==> config.mk <==
export PLATFORM = sky130hd
export DESIGN_NAME = rob_top
export DESIGN_NICKNAME = d
export VERILOG_FILES = /design/src/hw/rob_pkg.sv /design/src/hw/rob_top.sv /design/src/hw/rob_commit_select.sv /design/src/hw/rob_clear_tracker.sv /design/src/hw/rob_entry_store.sv /design/src/hw/modn_counter.sv
export SDC_FILE = /design/constraint.sdc
export NUM_CORES = 1
export LEC_CHECK = 0
export BUFFER_PORTS_ARGS = -buffer_cell sky130_fd_sc_hd__buf_2
export CAP_MARGIN = 20
export CELL_PAD_IN_SITES_DETAIL_PLACEMENT = 1
export CELL_PAD_IN_SITES_GLOBAL_PLACEMENT = 2
export CORE_MARGIN = 4
export CORE_UTILIZATION = 40
export CTS_CLUSTER_SIZE = 16
export DETAILED_ROUTE_END_ITERATION = 8
export GPL_TIMING_DRIVEN = 0
export PLACE_DENSITY = 0.78
export SYNTH_ARGS = -nofsm -noshare
export SYNTH_HDL_FRONTEND = slang
export SYNTH_SLANG_ARGS = --single-unit
==> constraint.sdc <==
create_clock -name clk_i -period 4.4 [get_ports clk_i]
set_input_delay 0.88 -clock clk_i [delete_from_list [all_inputs] [get_ports clk_i]]
set_output_delay 0.88 -clock clk_i [all_outputs]
set_load 0.005 [all_outputs]
==> src/hw/rob_pkg.sv <==
/* Shared widths, types and exception codes of the reorder buffer.
   Imported by every ROB module and by the testbench. */
package rob_pkg;

  // ------------------------------------------------------------------
  // Sizes
  // ------------------------------------------------------------------
  // Data path width
  localparam int XLEN = 32;
  // Number of ROB entries, power of two
  localparam int ROB_DEPTH = 8;
  localparam int ROB_IDX_W = $clog2(ROB_DEPTH);
  // Architectural register index
  localparam int REG_IDX_W = 5;

  // Plain vector types
  typedef logic [XLEN-1:0]      xlen_t;
  typedef logic [ROB_IDX_W-1:0] rob_idx_t;
  typedef logic [REG_IDX_W-1:0] reg_idx_t;

  // Exception codes, loosely following mcause
  typedef enum logic [3:0] {
    E_NONE          = 4'h0,
    E_ILLEGAL       = 4'h2,
    E_LOAD_FAULT    = 4'h5,
    E_STORE_FAULT   = 4'h7,
    E_ECALL         = 4'hb,
    // Implementation specific, branch went the wrong way
    E_MISPREDICTION = 4'hf
  } except_code_t;

  // ------------------------------------------------------------------
  // Structures
  // ------------------------------------------------------------------
  // One ROB entry
  typedef struct packed {
    logic         rd_upd;
    reg_idx_t     rd_idx;
    xlen_t        res_value;
    logic         res_ready;
    logic         except_raised;
    except_code_t except_code;
    // Never commits ahead of the head
    logic         order_crit;
    // May redirect control flow before a later memory access
    logic         mem_crit;
  } rob_entry_t;

  // Result broadcast on the common data bus
  typedef struct packed {
    rob_idx_t     rob_idx;
    xlen_t        res_value;
    logic         except_raised;
    except_code_t except_code;
  } cdb_data_t;

  // Operand forwarding answer for one source register
  typedef struct packed {
    logic  valid;
    logic  ready;
    xlen_t value;
  } rob_fwd_t;

endpackage
==> src/hw/rob_top.sv <==
/* Reorder buffer top level for the out-of-order execution pipeline.
   Ties the entry store, clear tracker and commit selector together. */
`timescale 1ns/100ps

module rob_top import rob_pkg::*; (
  input  logic       clk_i,
  input  logic       rst_ni,
  input  logic       flush_i,
  // Issue
  input  logic       issue_valid_i,
  output logic       issue_ready_o,
  input  rob_entry_t issue_data_i,
  output rob_idx_t   issue_tail_idx_o,
  input  rob_idx_t   issue_rs1_idx_i,
  input  rob_idx_t   issue_rs2_idx_i,
  output rob_fwd_t   fwd_rs1_o,
  output rob_fwd_t   fwd_rs2_o,
  // Common data bus
  input  logic       cdb_valid_i,
  input  cdb_data_t  cdb_data_i,
  // Commit
  output logic       comm_valid_o,
  input  logic       comm_ready_i,
  output rob_entry_t comm_data_o,
  output rob_idx_t   comm_idx_o,
  // Store buffer
  input  rob_idx_t   sb_mem_idx_i,
  output logic       sb_mem_clear_o
);

  // Store to tracker and selector
  logic [ROB_DEPTH-1:0] entry_valid;
  logic                 push;
  rob_entry_t           clear_entry, head_entry, look_entry;
  // Tracker to selector
  rob_idx_t             clear_idx;
  logic [ROB_DEPTH-1:0] clear_marks;
  // Selector back to store
  rob_idx_t             head_idx, look_idx, pop_idx;
  logic                 pop;

  rob_entry_store u_store (
    .clk_i           (clk_i),
    .rst_ni          (rst_ni),
    .flush_i         (flush_i),
    .issue_valid_i   (issue_valid_i),
    .issue_data_i    (issue_data_i),
    .issue_ready_o   (issue_ready_o),
    .issue_tail_idx_o(issue_tail_idx_o),
    .cdb_valid_i     (cdb_valid_i),
    .cdb_data_i      (cdb_data_i),
    .pop_i           (pop),
    .pop_idx_i       (pop_idx),
    .rd_a_idx_i      (clear_idx),
    .rd_b_idx_i      (head_idx),
    .rd_c_idx_i      (look_idx),
    .rd_a_o          (clear_entry),
    .rd_b_o          (head_entry),
    .rd_c_o          (look_entry),
    .valid_o         (entry_valid),
    .push_o          (push),
    .rs1_idx_i       (issue_rs1_idx_i),
    .rs2_idx_i       (issue_rs2_idx_i),
    .fwd_rs1_o       (fwd_rs1_o),
    .fwd_rs2_o       (fwd_rs2_o)
  );

  // Pushed entry sits at the current tail
  rob_clear_tracker u_clear (
    .clk_i         (clk_i),
    .rst_ni        (rst_ni),
    .flush_i       (flush_i),
    .push_i        (push),
    .push_idx_i    (issue_tail_idx_o),
    .valid_i       (entry_valid),
    .clear_entry_i (clear_entry),
    .cdb_valid_i   (cdb_valid_i),
    .cdb_data_i    (cdb_data_i),
    .clear_idx_o   (clear_idx),
    .clear_marks_o (clear_marks),
    .sb_mem_idx_i  (sb_mem_idx_i),
    .sb_mem_clear_o(sb_mem_clear_o)
  );

  rob_commit_select u_commit (
    .clk_i        (clk_i),
    .rst_ni       (rst_ni),
    .flush_i      (flush_i),
    .valid_i      (entry_valid),
    .clear_marks_i(clear_marks),
    .head_entry_i (head_entry),
    .look_entry_i (look_entry),
    .head_idx_o   (head_idx),
    .look_idx_o   (look_idx),
    .comm_valid_o (comm_valid_o),
    .comm_ready_i (comm_ready_i),
    .comm_data_o  (comm_data_o),
    .comm_idx_o   (comm_idx_o),
    .pop_o        (pop),
    .pop_idx_o    (pop_idx)
  );

endmodule

==> src/hw/rob_commit_select.sv <==
/* Picks the committing entry: the head in order, else the lookahead entry.
   Drives the commit port and tells the entry store what to pop. */
`timescale 1ns/100ps

module rob_commit_select import rob_pkg::*; (
  input  logic                 clk_i,
  input  logic                 rst_ni,
  input  logic                 flush_i,
  input  logic [ROB_DEPTH-1:0] valid_i,
  input  logic [ROB_DEPTH-1:0] clear_marks_i,
  // Entries under the head and lookahead pointers
  input  rob_entry_t           head_entry_i,
  input  rob_entry_t           look_entry_i,
  output rob_idx_t             head_idx_o,
  output rob_idx_t             look_idx_o,
  // Commit port
  output logic                 comm_valid_o,
  input  logic                 comm_ready_i,
  output rob_entry_t           comm_data_o,
  output rob_idx_t             comm_idx_o,
  // Pop towards the entry store
  output logic                 pop_o,
  output rob_idx_t             pop_idx_o
);

  rob_idx_t head_q, look_idx;
  logic     head_ok, look_ok, waw;
  logic     use_head, look_hold_q;

  // ------------------------------------------------------------------
  // Commit conditions
  // ------------------------------------------------------------------
  // In order: head present with its result
  assign head_ok = valid_i[head_q] & head_entry_i.res_ready;

  // Both write the same destination
  assign waw = head_entry_i.rd_upd & look_entry_i.rd_upd &
               (head_entry_i.rd_idx == look_entry_i.rd_idx);

  // Lookahead only when nothing older can redirect
  assign look_ok = valid_i[look_idx] & ~look_entry_i.order_crit &
                   look_entry_i.res_ready & ~look_entry_i.except_raised &
                   (look_entry_i.except_code != E_MISPREDICTION) &
                   clear_marks_i[look_idx] & ~waw;

  // Offered lookahead stays selected until taken
  assign use_head = head_ok & ~look_hold_q;

  assign comm_valid_o = use_head | look_ok;
  assign comm_idx_o   = use_head ? head_q : look_idx;
  assign comm_data_o  = use_head ? head_entry_i : look_entry_i;

  assign pop_o     = comm_valid_o & comm_ready_i;
  assign pop_idx_o = comm_idx_o;

  // ------------------------------------------------------------------
  // Pointers
  // ------------------------------------------------------------------
  // Lookahead moves on every pop, in order or not
  modn_counter #(
    .N   (ROB_DEPTH),
    .INIT(1)
  ) u_look_cnt (
    .clk_i  (clk_i),
    .rst_ni (rst_ni),
    .en_i   (pop_o),
    .clr_i  (flush_i),
    .count_o(look_idx)
  );

  // Slots between head and lookahead are already gone
  always_ff @(posedge clk_i or negedge rst_ni) begin : p_head
    if (!rst_ni) begin
      head_q <= '0;
    end else if (flush_i) begin
      head_q <= '0;
    end else if (pop_o && use_head) begin
      head_q <= look_idx;
    end
  end

  // Remember a lookahead offer under back-pressure
  always_ff @(posedge clk_i or negedge rst_ni) begin : p_look_hold
    if (!rst_ni) begin
      look_hold_q <= 1'b0;
    end else if (flush_i || pop_o) begin
      look_hold_q <= 1'b0;
    end else if (comm_valid_o && !use_head) begin
      look_hold_q <= 1'b1;
    end
  end

  assign head_idx_o = head_q;
  assign look_idx_o = look_idx;

  // Stalled commit keeps its offer unchanged
  a_comm_hold : assert property (@(posedge clk_i) disable iff (!rst_ni)
    comm_valid_o && !comm_ready_i && !flush_i |=>
      comm_valid_o && $stable(comm_idx_o) && $stable(comm_data_o));

endmodule

==> src/hw/rob_clear_tracker.sv <==
/* Walks the ROB in order and marks entries past every possible redirect.
   The marks answer store-buffer requests to access memory early. */
`timescale 1ns/100ps

module rob_clear_tracker import rob_pkg::*; (
  input  logic                 clk_i,
  input  logic                 rst_ni,
  input  logic                 flush_i,
  // Allocation from the entry store
  input  logic                 push_i,
  input  rob_idx_t             push_idx_i,
  input  logic [ROB_DEPTH-1:0] valid_i,
  // Entry under the clear pointer
  input  rob_entry_t           clear_entry_i,
  // Common data bus
  input  logic                 cdb_valid_i,
  input  cdb_data_t            cdb_data_i,
  output rob_idx_t             clear_idx_o,
  output logic [ROB_DEPTH-1:0] clear_marks_o,
  // Store buffer query
  input  rob_idx_t             sb_mem_idx_i,
  output logic                 sb_mem_clear_o
);

  rob_idx_t             clear_idx;
  logic [ROB_DEPTH-1:0] marks_q;
  logic                 entry_ok, cdb_ok, clear_now;

  // ------------------------------------------------------------------
  // Clear condition
  // ------------------------------------------------------------------
  // Stored result rules out a redirect
  assign entry_ok = clear_entry_i.res_ready & ~clear_entry_i.except_raised &
                    (clear_entry_i.except_code != E_MISPREDICTION);

  // Same check on a result arriving right now
  assign cdb_ok = cdb_valid_i & (cdb_data_i.rob_idx == clear_idx) &
                  ~cdb_data_i.except_raised &
                  (cdb_data_i.except_code != E_MISPREDICTION);

  // Non-critical entries pass without waiting
  assign clear_now = valid_i[clear_idx] & (~clear_entry_i.mem_crit | entry_ok | cdb_ok);

  // One step per cycle at most
  modn_counter #(
    .N   (ROB_DEPTH),
    .INIT(0)
  ) u_clear_cnt (
    .clk_i  (clk_i),
    .rst_ni (rst_ni),
    .en_i   (clear_now),
    .clr_i  (flush_i),
    .count_o(clear_idx)
  );

  // Clear marks are dropped again when a slot is reallocated
  always_ff @(posedge clk_i or negedge rst_ni) begin : p_marks
    if (!rst_ni) begin
      marks_q <= '0;
    end else if (flush_i) begin
      marks_q <= '0;
    end else begin
      if (clear_now) begin
        marks_q[clear_idx] <= 1'b1;
      end
      // Pushed slot is free, so never the one being marked
      if (push_i) begin
        marks_q[push_idx_i] <= 1'b0;
      end
    end
  end

  // ------------------------------------------------------------------
  // Outputs
  // ------------------------------------------------------------------
  assign clear_idx_o   = clear_idx;
  assign clear_marks_o = marks_q;

  // Entry at the pointer has every older entry behind it cleared
  assign sb_mem_clear_o = valid_i[sb_mem_idx_i] &
                          (marks_q[sb_mem_idx_i] | (clear_idx == sb_mem_idx_i));

endmodule

==> src/hw/rob_entry_store.sv <==
/* ROB entry array with tail allocation, CDB write-back and commit pop.
   Offers three combinational entry reads and two forwarding reads. */
`timescale 1ns/100ps

module rob_entry_store import rob_pkg::*; (
  input  logic                 clk_i,
  input  logic                 rst_ni,
  input  logic                 flush_i,
  // Issue side
  input  logic                 issue_valid_i,
  input  rob_entry_t           issue_data_i,
  output logic                 issue_ready_o,
  output rob_idx_t             issue_tail_idx_o,
  // Common data bus
  input  logic                 cdb_valid_i,
  input  cdb_data_t            cdb_data_i,
  // Pop from the commit selector
  input  logic                 pop_i,
  input  rob_idx_t             pop_idx_i,
  // Entry read ports
  input  rob_idx_t             rd_a_idx_i,
  input  rob_idx_t             rd_b_idx_i,
  input  rob_idx_t             rd_c_idx_i,
  output rob_entry_t           rd_a_o,
  output rob_entry_t           rd_b_o,
  output rob_entry_t           rd_c_o,
  output logic [ROB_DEPTH-1:0] valid_o,
  output logic                 push_o,
  // Operand forwarding
  input  rob_idx_t             rs1_idx_i,
  input  rob_idx_t             rs2_idx_i,
  output rob_fwd_t             fwd_rs1_o,
  output rob_fwd_t             fwd_rs2_o
);

  // Storage
  rob_entry_t           data_q [ROB_DEPTH];
  logic [ROB_DEPTH-1:0] valid_q;

  // Tail pointer and push strobe
  rob_idx_t tail_idx;
  logic     push;

  // ------------------------------------------------------------------
  // Allocation
  // ------------------------------------------------------------------
  // Tail slot must be free to accept
  assign issue_ready_o = ~valid_q[tail_idx];
  assign push          = issue_valid_i & issue_ready_o;

  modn_counter #(
    .N   (ROB_DEPTH),
    .INIT(0)
  ) u_tail_cnt (
    .clk_i  (clk_i),
    .rst_ni (rst_ni),
    .en_i   (push),
    .clr_i  (flush_i),
    .count_o(tail_idx)
  );

  // Valid bits, flush empties the whole buffer
  always_ff @(posedge clk_i or negedge rst_ni) begin : p_valid
    if (!rst_ni) begin
      valid_q <= '0;
    end else if (flush_i) begin
      valid_q <= '0;
    end else begin
      // Push and pop never share an index
      if (push) begin
        valid_q[tail_idx] <= 1'b1;
      end
      if (pop_i) begin
        valid_q[pop_idx_i] <= 1'b0;
      end
    end
  end

  // Entry payload, push first, then pop, then CDB
  always_ff @(posedge clk_i) begin : p_data
    for (int unsigned i = 0; i < ROB_DEPTH; i++) begin
      if (push && tail_idx == rob_idx_t'(i)) begin
        data_q[i] <= issue_data_i;
      end else if (pop_i && pop_idx_i == rob_idx_t'(i)) begin
        // Leaving entry keeps its stale payload
        data_q[i] <= data_q[i];
      end else if (cdb_valid_i && cdb_data_i.rob_idx == rob_idx_t'(i)) begin
        data_q[i].res_ready     <= 1'b1;
        data_q[i].res_value     <= cdb_data_i.res_value;
        data_q[i].except_raised <= cdb_data_i.except_raised;
        data_q[i].except_code   <= cdb_data_i.except_code;
      end
    end
  end

  // ------------------------------------------------------------------
  // Read side
  // ------------------------------------------------------------------
  assign issue_tail_idx_o = tail_idx;
  assign push_o           = push;
  assign valid_o          = valid_q;

  // Clear pointer, head and lookahead reads
  assign rd_a_o = data_q[rd_a_idx_i];
  assign rd_b_o = data_q[rd_b_idx_i];
  assign rd_c_o = data_q[rd_c_idx_i];

  // Forwarding answers for the two source operands
  always_comb begin : p_fwd
    fwd_rs1_o.valid = valid_q[rs1_idx_i];
    fwd_rs1_o.ready = data_q[rs1_idx_i].res_ready;
    fwd_rs1_o.value = data_q[rs1_idx_i].res_value;
    fwd_rs2_o.valid = valid_q[rs2_idx_i];
    fwd_rs2_o.ready = data_q[rs2_idx_i].res_ready;
    fwd_rs2_o.value = data_q[rs2_idx_i].res_value;
  end

  // ------------------------------------------------------------------
  // Assertions
  // ------------------------------------------------------------------
  // Results only go to allocated entries
  a_cdb_target : assert property (@(posedge clk_i) disable iff (!rst_ni)
    cdb_valid_i |-> valid_q[cdb_data_i.rob_idx]);

  // Commit never frees the slot being allocated
  a_push_pop : assert property (@(posedge clk_i) disable iff (!rst_ni)
    push && pop_i |-> tail_idx != pop_idx_i);

endmodule

==> src/hw/modn_counter.sv <==
/* Modulo-N up counter with enable, synchronous clear and a start value.
   Used for the tail, clear and lookahead pointers of the ROB. */
`timescale 1ns/100ps

module modn_counter #(
  parameter int unsigned N    = 8,
  parameter int unsigned INIT = 0
) (
  input  logic                 clk_i,
  input  logic                 rst_ni,
  input  logic                 en_i,
  input  logic                 clr_i,
  output logic [$clog2(N)-1:0] count_o
);

  // Current count
  logic [$clog2(N)-1:0] count_q;

  // ------------------------------------------------------------------
  // Count register
  // ------------------------------------------------------------------
  always_ff @(posedge clk_i or negedge rst_ni) begin : p_count
    if (!rst_ni) begin
      count_q <= INIT[$clog2(N)-1:0];
    end else if (clr_i) begin
      // Clear wins over enable
      count_q <= INIT[$clog2(N)-1:0];
    end else if (en_i) begin
      // Wrap at N, which need not be a power of two
      if (count_q == N - 1) begin
        count_q <= '0;
      end else begin
        count_q <= count_q + 1'b1;
      end
    end
  end

  assign count_o = count_q;

  // Start value must lie inside the range
  initial begin : p_param_check
    assert (INIT < N)
    else $error("modn_counter: INIT outside 0..N-1");
  end

endmodule

==> results of run 1 <==
==> layout by cell type, fill, tap and decap left out, drive strengths merged, types with 6 or more instances in the layout <==
| cell type | instances |
|---|---|
| a211oi | 47 |
| a21oi | 57 |
| a41oi | 6 |
| and2 | 44 |
| and3 | 9 |
| buf | 318 |
| clkbuf | 156 |
| clkdlybuf4s15 | 6 |
| clkinv | 15 |
| clkinvlp | 6 |
| dfrtp | 28 |
| diode | 6 |
| edfxtp | 367 |
| ha | 10 |
| inv | 17 |
| mux2 | 333 |
| mux2i | 66 |
| mux4 | 335 |
| nand2 | 104 |
| nand2b | 19 |
| nand3 | 15 |
| nor2 | 28 |
| nor2b | 11 |
| nor3 | 9 |
| o21ai | 51 |
| o21bai | 7 |
| xnor2 | 6 |
==> worst reg2reg max path, stage by stage, from the launching register on <==
cell and delay [ns]:
dfstp_2 0.55, buf_6 0.17, buf_12 0.17, mux4_2 0.54, and4_1 0.24, o32ai_4 0.35
a21bo_2 0.21, o21ai_4 0.09, buf_4 0.15, o31ai_1 0.39, buf_2 0.52, buf_6 0.29
mux2_2 0.38
==> timing repair <==
action / 4_1_cts / 5_1_grt
setup buffers: 1 / 3
hold endpoints to repair: 0 / 0
pin swaps: 1 / 3
endpoints found under the setup margin: 352 / 105
resized for setup: 91 / 25
==> path summary, 6_finish.rpt <==
path                                                     start                       end  slack, ns  cells past startpoint
worst max-delay path                    u_commit.head_idx_o[0]            comm_data_o[0]       0.03                      8
max in group asynchronous                               rst_ni    u_commit.head_idx_o[1]       3.53                      1
worst max register to register  u_commit.u_look_cnt.count_o[0]     u_store.data_q[0][20]       0.11                     12
worst min register to register        u_clear.clear_marks_o[7]  u_clear.clear_marks_o[7]       0.64                      2
min in group clk_i                            issue_data_i[41]     u_store.data_q[3][41]       0.58                      1
worst min-delay path                                    rst_ni  u_clear.clear_marks_o[7]       0.34                      1
==> report_power, final <==
| part | internal [W] | total, W | switching, W | leakage (nW) |
|---|---|---|---|---|
| Clock | 0.00231 | 0.00400 | 0.00170 | 0.734 |
| Sequential | 0.00436 | 0.00455 | 0.000185 | 3.76 |
| Combinational | 0.00113 | 0.00243 | 0.00130 | 6.55 |
| Total | 0.00780 | 0.0110 | 0.00318 | 11.1 |
==> per-stage QoR <==
stage	setup TNS (ns)	utilization [%]
after floorplan	0	-
after global placement	-752.95	43.8
after detailed placement	-88.61	45.0
after CTS	0	47.6
after global routing	-0.0652	47.7
final	0	47.7
==> cell type report <==
| cell class | count | area (um2) | area share, % |
|---|---|---|---|
| clock inverters | 27 | 280 | 0.870 |
| clock buffers | 58 | 1250 | 3.87 |
| diodes | 6 | 15.0 | 0.0466 |
| flip-flops and latches | 397 | 11800 | 36.5 |
| inverters | 16 | 60.1 | 0.186 |
| repair buffers | 253 | 1820 | 5.64 |
| plain buffers | 170 | 952 | 2.96 |
| well taps | 873 | 1090 | 3.39 |
| multi-input cells | 1216 | 15000 | 46.5 |
==> cells by family after synthesis <==
| kind of cell | Yosys count | share of synthesized area, % |
|---|---|---|
| xor+xnor | 9 | 0.288 |
| mux | 734 | 43.9 |
| simple gates | 262 | 4.75 |
| fa+ha+maj | 10 | 0.456 |
| compound gates | 201 | 4.65 |
| buf+inv | 187 | 3.06 |
| flops | 397 | 42.9 |
==> synthesized netlist by cell type, types with 3 or more instances <==
library cell / instances
a41oi_1: 6
or2_2: 4
nor3_1: 9
mux2_2: 301
and2_1: 44
mux2_1: 12
o21bai_1: 7
nor3b_1: 3
nand3_1: 15
xnor2_1: 6
a221oi_1: 4
nor2b_1: 11
buf_6: 9
a211oi_1: 47
inv_1: 14
a31oi_1: 5
o21ai_0: 48
buf_1: 30
and3_1: 9
a311o_1: 4
a21oi_1: 57
nand2_1: 104
a311oi_1: 3
nand4_1: 4
buf_2: 31
nand3b_1: 3
xor2_1: 3
clkbuf_1: 93
mux2i_1: 66
mux2_4: 20
ha_1: 10
nand2b_1: 19
nor2_1: 28
edfxtp_1: 367
buf_4: 8
mux4_2: 335
dfrtp_1: 28
==> routing by layer <==
metal	global-route usage [%]	up-vias
met5	0	-
met4	14.1	14
met3	8.26	337
met2	49.5	1388
met1	36.9	10700
li1	-	8072
==> sequential cells by signal, indices dropped and copies added (netlist names) <==
name	count
u_clear.clear_marks_o	8
u_clear.u_clear_cnt.count_o	3
u_commit.head_idx_o	3
u_commit.look_hold_q	1
u_commit.u_look_cnt.count_o	3
u_store.data_q	368
u_store.u_tail_cnt.count_o	3
u_store.valid_o	8
==> qor.yml, run 1 <==
skew_ns: 0.0305
firstDrtPassIters: 7
synthFlopType: "edfxtp_1"
drt_first_iter_violations: 2763
power.total_w: 0.0110
routed_wl_um: 112000
synthArstFlopShare_pct: 7.30
drive_gt1_share_pct: 52.0
crit_fanout: 10
fp.dieW_um: 270
h-tree-depth: 2
setup_viol_count_final: 0
clk_pin_slew_ns: 0.06
whs_ns: 0.345
grt.overflow.total: 0
dr_total_vias: 20500
setup_slack_ns: 0.0308
io_buffers: 211
syn_to_final_growth_pct: 17.5
max_stage_delay_ns: 0.62
hpwl_um: 79100
die-area_um2: 72800
crit_arrival_ns: 3.49
crit_path_end_kind: "primary output"
clk_latency_ns: 0.61
antenna_found_initial: 15
fmax_mhz: 229
dp_cells: 2920
maxSlewViolCount: 0
synthTopCellsByArea: "edfxtp_1, mux4_2, mux2_2"
route.met3.wl_um: 11900
holdCritPathClass: "in2async"
drc_errors: 0
syn_area_um2: 27400
met1_length_um: 40100
finalInstanceArea_um2: 32200
grt_max_degree: 30
peakVddDrop_mv: 0.251
worst-path-buf-inv: 5
die_h_um: 270
crit_slowest_cell: "mux4_2"
hold_buffers: 0
cts_buffers: 46
fin_cells: 3016
synth_top_area_share_pct: 40.2
grt_pass1_wl_um: 158000
grt_usage_pct: 30.0
fp-row-count: 95
clockRootBuffer: "clkbuf_16"
min_period_ns: 4.37
tightest_slew_ns: 1.21
drv_cap: 0
vias_per_cell: 6.78
gp_congestion: 0.895
placed_area_um2: 30400
fin_crit_sh_pct: 99.3
maxSlewHeadroom_pct: 19.3
cp_cell_sequence: "inv_2 > mux4_2 > o22a_1 > buf_2 > clkbuf_4 > clkbuf_8 > a21oi_1 > buf_2"
place_ws_ns: -1.08
cts_tree: "done"
syn_inst: 1800
synth_nets: 1911
leakage_nw: 11.1
status: "complete, no violations"
path_common_cell: "buf_2"
crit_required_ns: 3.52
synth_warnings: 0
wl_met2_um: 54300
synth_edf_count: 367
criticalPathCategory: "reg2out"
yosysUniqueCellTypes: 63
wire_per_inst_um: 37.2
ant_nets: 0
coreArea_um2: 67500
nets: 2211
syn_avg_cell_area_um2: 15.2
path_delay_family: "buffers and inverters"
top_level_ports: 224
highest_layer: "met5"
hold_violations: 0
n_fill_cell: 6617
ys_seq_area_share_pct: 42.9
grt_pass1_vias: 21500
ys_seq_elements: 397
startpoint_type: "register"
p_per_area_nw_per_um2: 341
initial_core_util_pct: 40.6
cts_sinks: 397
clock_path_buffers: 3
yosys.area.top_type: "edfxtp_1"
Note: power is estimated with default switching activity, not from simulation.
==> inputs of run 2 (changes only) <==
Settings changed: PLACE_DENSITY 0.78 to 0.76.
==> qor.yml, run 2 (synthesis gave the netlist of run 1 again) <==
cts_tree: "done"
die-area_um2: 72800  # unchanged
skew_ns: 0.0370  # +0.00645 ns
die_h_um: 270  # unchanged
tightest_slew_ns: 1.16  # -0.0514 ns
nets: 2211  # unchanged
max_stage_delay_ns: 0.94  # +0.32 ns
io_buffers: 211  # unchanged
setup_slack_ns: -0.0222  # -0.0531 ns
gp_congestion: 0.885  # -1.1%
p_int_w: 0.00768  # -1.6%
fin_cells: 3020  # +0.13%
crit_path_end_kind: "primary output"
grt_max_degree: 30  # unchanged
holdCritPathClass: "in2async"
antenna_found_initial: 12  # -3
crit_arrival_ns: 3.54  # +0.05 ns
peakVddDrop_mv: 0.239  # -4.8%
clock_path_buffers: 3  # unchanged
grt.overflow.total: 0  # unchanged
failed_checks: "setup timing"
leakage_nw: 11.0  # -0.29%
setup_tns_ns: -0.0373  # -0.0373 ns
drc_errors: 0  # unchanged
finalInstanceArea_um2: 32100  # -0.27%
initial_core_util_pct: 40.6  # unchanged
drt_first_iter_violations: 2674  # -3.2%
p_sw_share_pct: 29.4  # +0.38 points
cp_cell_sequence: "clkbuf_1 > clkdlybuf4s15_1 > mux4_2 > a211oi_1 > a21oi_2 > buf_2"
power_frac_clock_pct: 36.0  # -0.4 points
clockRootBuffer: "clkbuf_16"
coreArea_um2: 67500  # unchanged
drive_gt1_share_pct: 51.8  # -0.23 points
crit_fanout: 10  # unchanged
dp_cells: 2921  # +0.034%
placed_area_um2: 30300  # about the same
status: "finished, violations left"
final_cell_mix: "edfxtp_1, mux4_2, mux2_2"
min_period_ns: 4.42  # +0.0531 ns
maxSlewHeadroom_pct: 22.7  # +3.4 points
ant_nets: 0  # unchanged
cts_buffers: 47  # +2.2%
crit_slowest_cell: "clkdlybuf4s15_1"
h-tree-depth: 2  # unchanged
fp-row-count: 95  # unchanged
fmax_mhz: 226  # -1.2%
p_per_area_nw_per_um2: 338  # -0.77%
largest_reg_flops: 368  # unchanged
grt_pass1_vias: 21600  # +0.46%
hpwl_um: 78400  # -0.80%
firstDrtPassIters: 5  # -2
whs_ns: 0.349  # +0.00427 ns
wire_per_inst_um: 36.9  # -0.71%
mostFrequentLayoutCell: "edfxtp_1"
largest_register: "u_store.data_q"
drv_cap: 0  # unchanged
cts_sinks: 397  # unchanged
p_comb_share_pct: 22.2  # about the same
clk_latency_ns: 0.63  # +0.02 ns
n_fill_cell: 6706  # +1.3%
setup_viol_count_final: 2  # +2
hold_violations: 0  # unchanged
dr_total_vias: 20400  # -0.12%
grt_usage_pct: 30.0  # -0.041 points
r2r-end: "u_store.data_q[1][25]"
fp.dieW_um: 270  # unchanged
syn_to_final_growth_pct: 17.2
r2r_slack_ns: 0.13  # +0.02 ns
maxSlewViolCount: 0  # unchanged
path_delay_family: "buffers and inverters"
worst-path-buf-inv: 3  # -2
grt_pass1_wl_um: 158000  # +0.16%
top_level_ports: 224  # unchanged
vias_per_cell: 6.77  # -0.25%
routed_wl_um: 111000  # -0.58%
fin_crit_sh_pct: 101  # +1.2 points
criticalPathCategory: "reg2out"
reg2reg_depth: 13  # +1
startpoint_type: "register"
p_seq_share_pct: 41.8  # +0.4 points
crit_required_ns: 3.52  # about the same
p_switching_w: 0.00319  # +0.26%
clk_pin_slew_ns: 0.06  # about the same
r2r-start: "u_commit.u_look_cnt.count_o[1]"
run 2: cell count changes in the layout (fill, tap and decap cells not counted), moves of 4 or more:
cell	before	now
clkbuf_4	13	7
buf_2	242	246
buf_16	10	6
clkinv_2	8	13
diode_2	6	10
buf_12	9	14
run 2: through the flow:
step | worst slack (ns) | power, W | utilization (%)
final | -0.0222 | 0.0109 | 47.6
after global routing | -0.0314 | 0.0112 | 47.6
after CTS | 0.00687 | 0.0109 | 47.4
after detailed placement | -0.890 | 0.00696 | 45.0
after global placement | -3.73 | 0.00682 | 43.8
after floorplan | 0.0477 | 0.00592 | -
run 2: power groups by stage:
stage | combinational [W] | clock [W] | sequential, W
global route | 0.00254 | 0.00409 | 0.00456
floorplan | 0.00138 | 0 | 0.00454
detailed placement | 0.00235 | 0 | 0.00461
CTS | 0.00239 | 0.00394 | 0.00453
finish | 0.00242 | 0.00391 | 0.00454
global placement | 0.00221 | 0 | 0.00461
run 2: how the worst max path moves through the flow:
stage / from / endpoint / slack (ns) / cells after the start
finish: u_commit.head_idx_o[2] / comm_data_o[39] / -0.02 / 6
global route: u_commit.u_look_cnt.count_o[2] / comm_data_o[33] / -0.03 / 8
CTS: u_commit.u_look_cnt.count_o[0] / comm_valid_o / 0.007 / 10
detailed placement: u_commit.u_look_cnt.count_o[0] / u_store.data_q[4][15] / -0.89 / 13
global placement: u_commit.u_look_cnt.count_o[0] / u_store.data_q[0][32] / -3.73 / 9
floorplan: u_commit.u_look_cnt.count_o[0] / u_store.data_q[0][10] / 0.05 / 9
run 2: area by class of cell:
class	count	area [um2]	area share [%]
tap	873	1090	3.40
inverter	16	62.6	0.195
sequential	397	11800	36.6
buffer	169	918	2.86
clock inverter	29	240	0.748
multi-input combinational	1216	15000	46.6
antenna	10	25.0	0.0779
clock buffer	57	1240	3.87
timing repair buffer	253	1800	5.62
run 2: worst reg2reg max path, stage by stage (launching register included):
cell and delay, ns:
dfrtp_1 0.36, buf_4 0.25, buf_6 0.26, mux4_2 0.54
mux2i_1 0.23, xnor2_1 0.21, nand3_1 0.24, o21ai_4 0.29
inv_2 0.11, buf_4 0.19, and2_1 0.22, o21bai_4 0.58
buf_16 0.24, buf_12 0.22
run 2: what timing repair did:
action,CTS,global route
hold buffers,0,0
endpoints found under the hold margin,0,0
setup endpoints to repair,293,84
pin swaps,0,2
setup buffers,0,2
resized for setup,82,19
run 2: per-layer routing:
metal,global-route usage [%],part of all wire [%]
met1,37.9,37
met2,49.9,49
met3,6.11,9.2
met4,13.9,4.9
met5,0,0.031
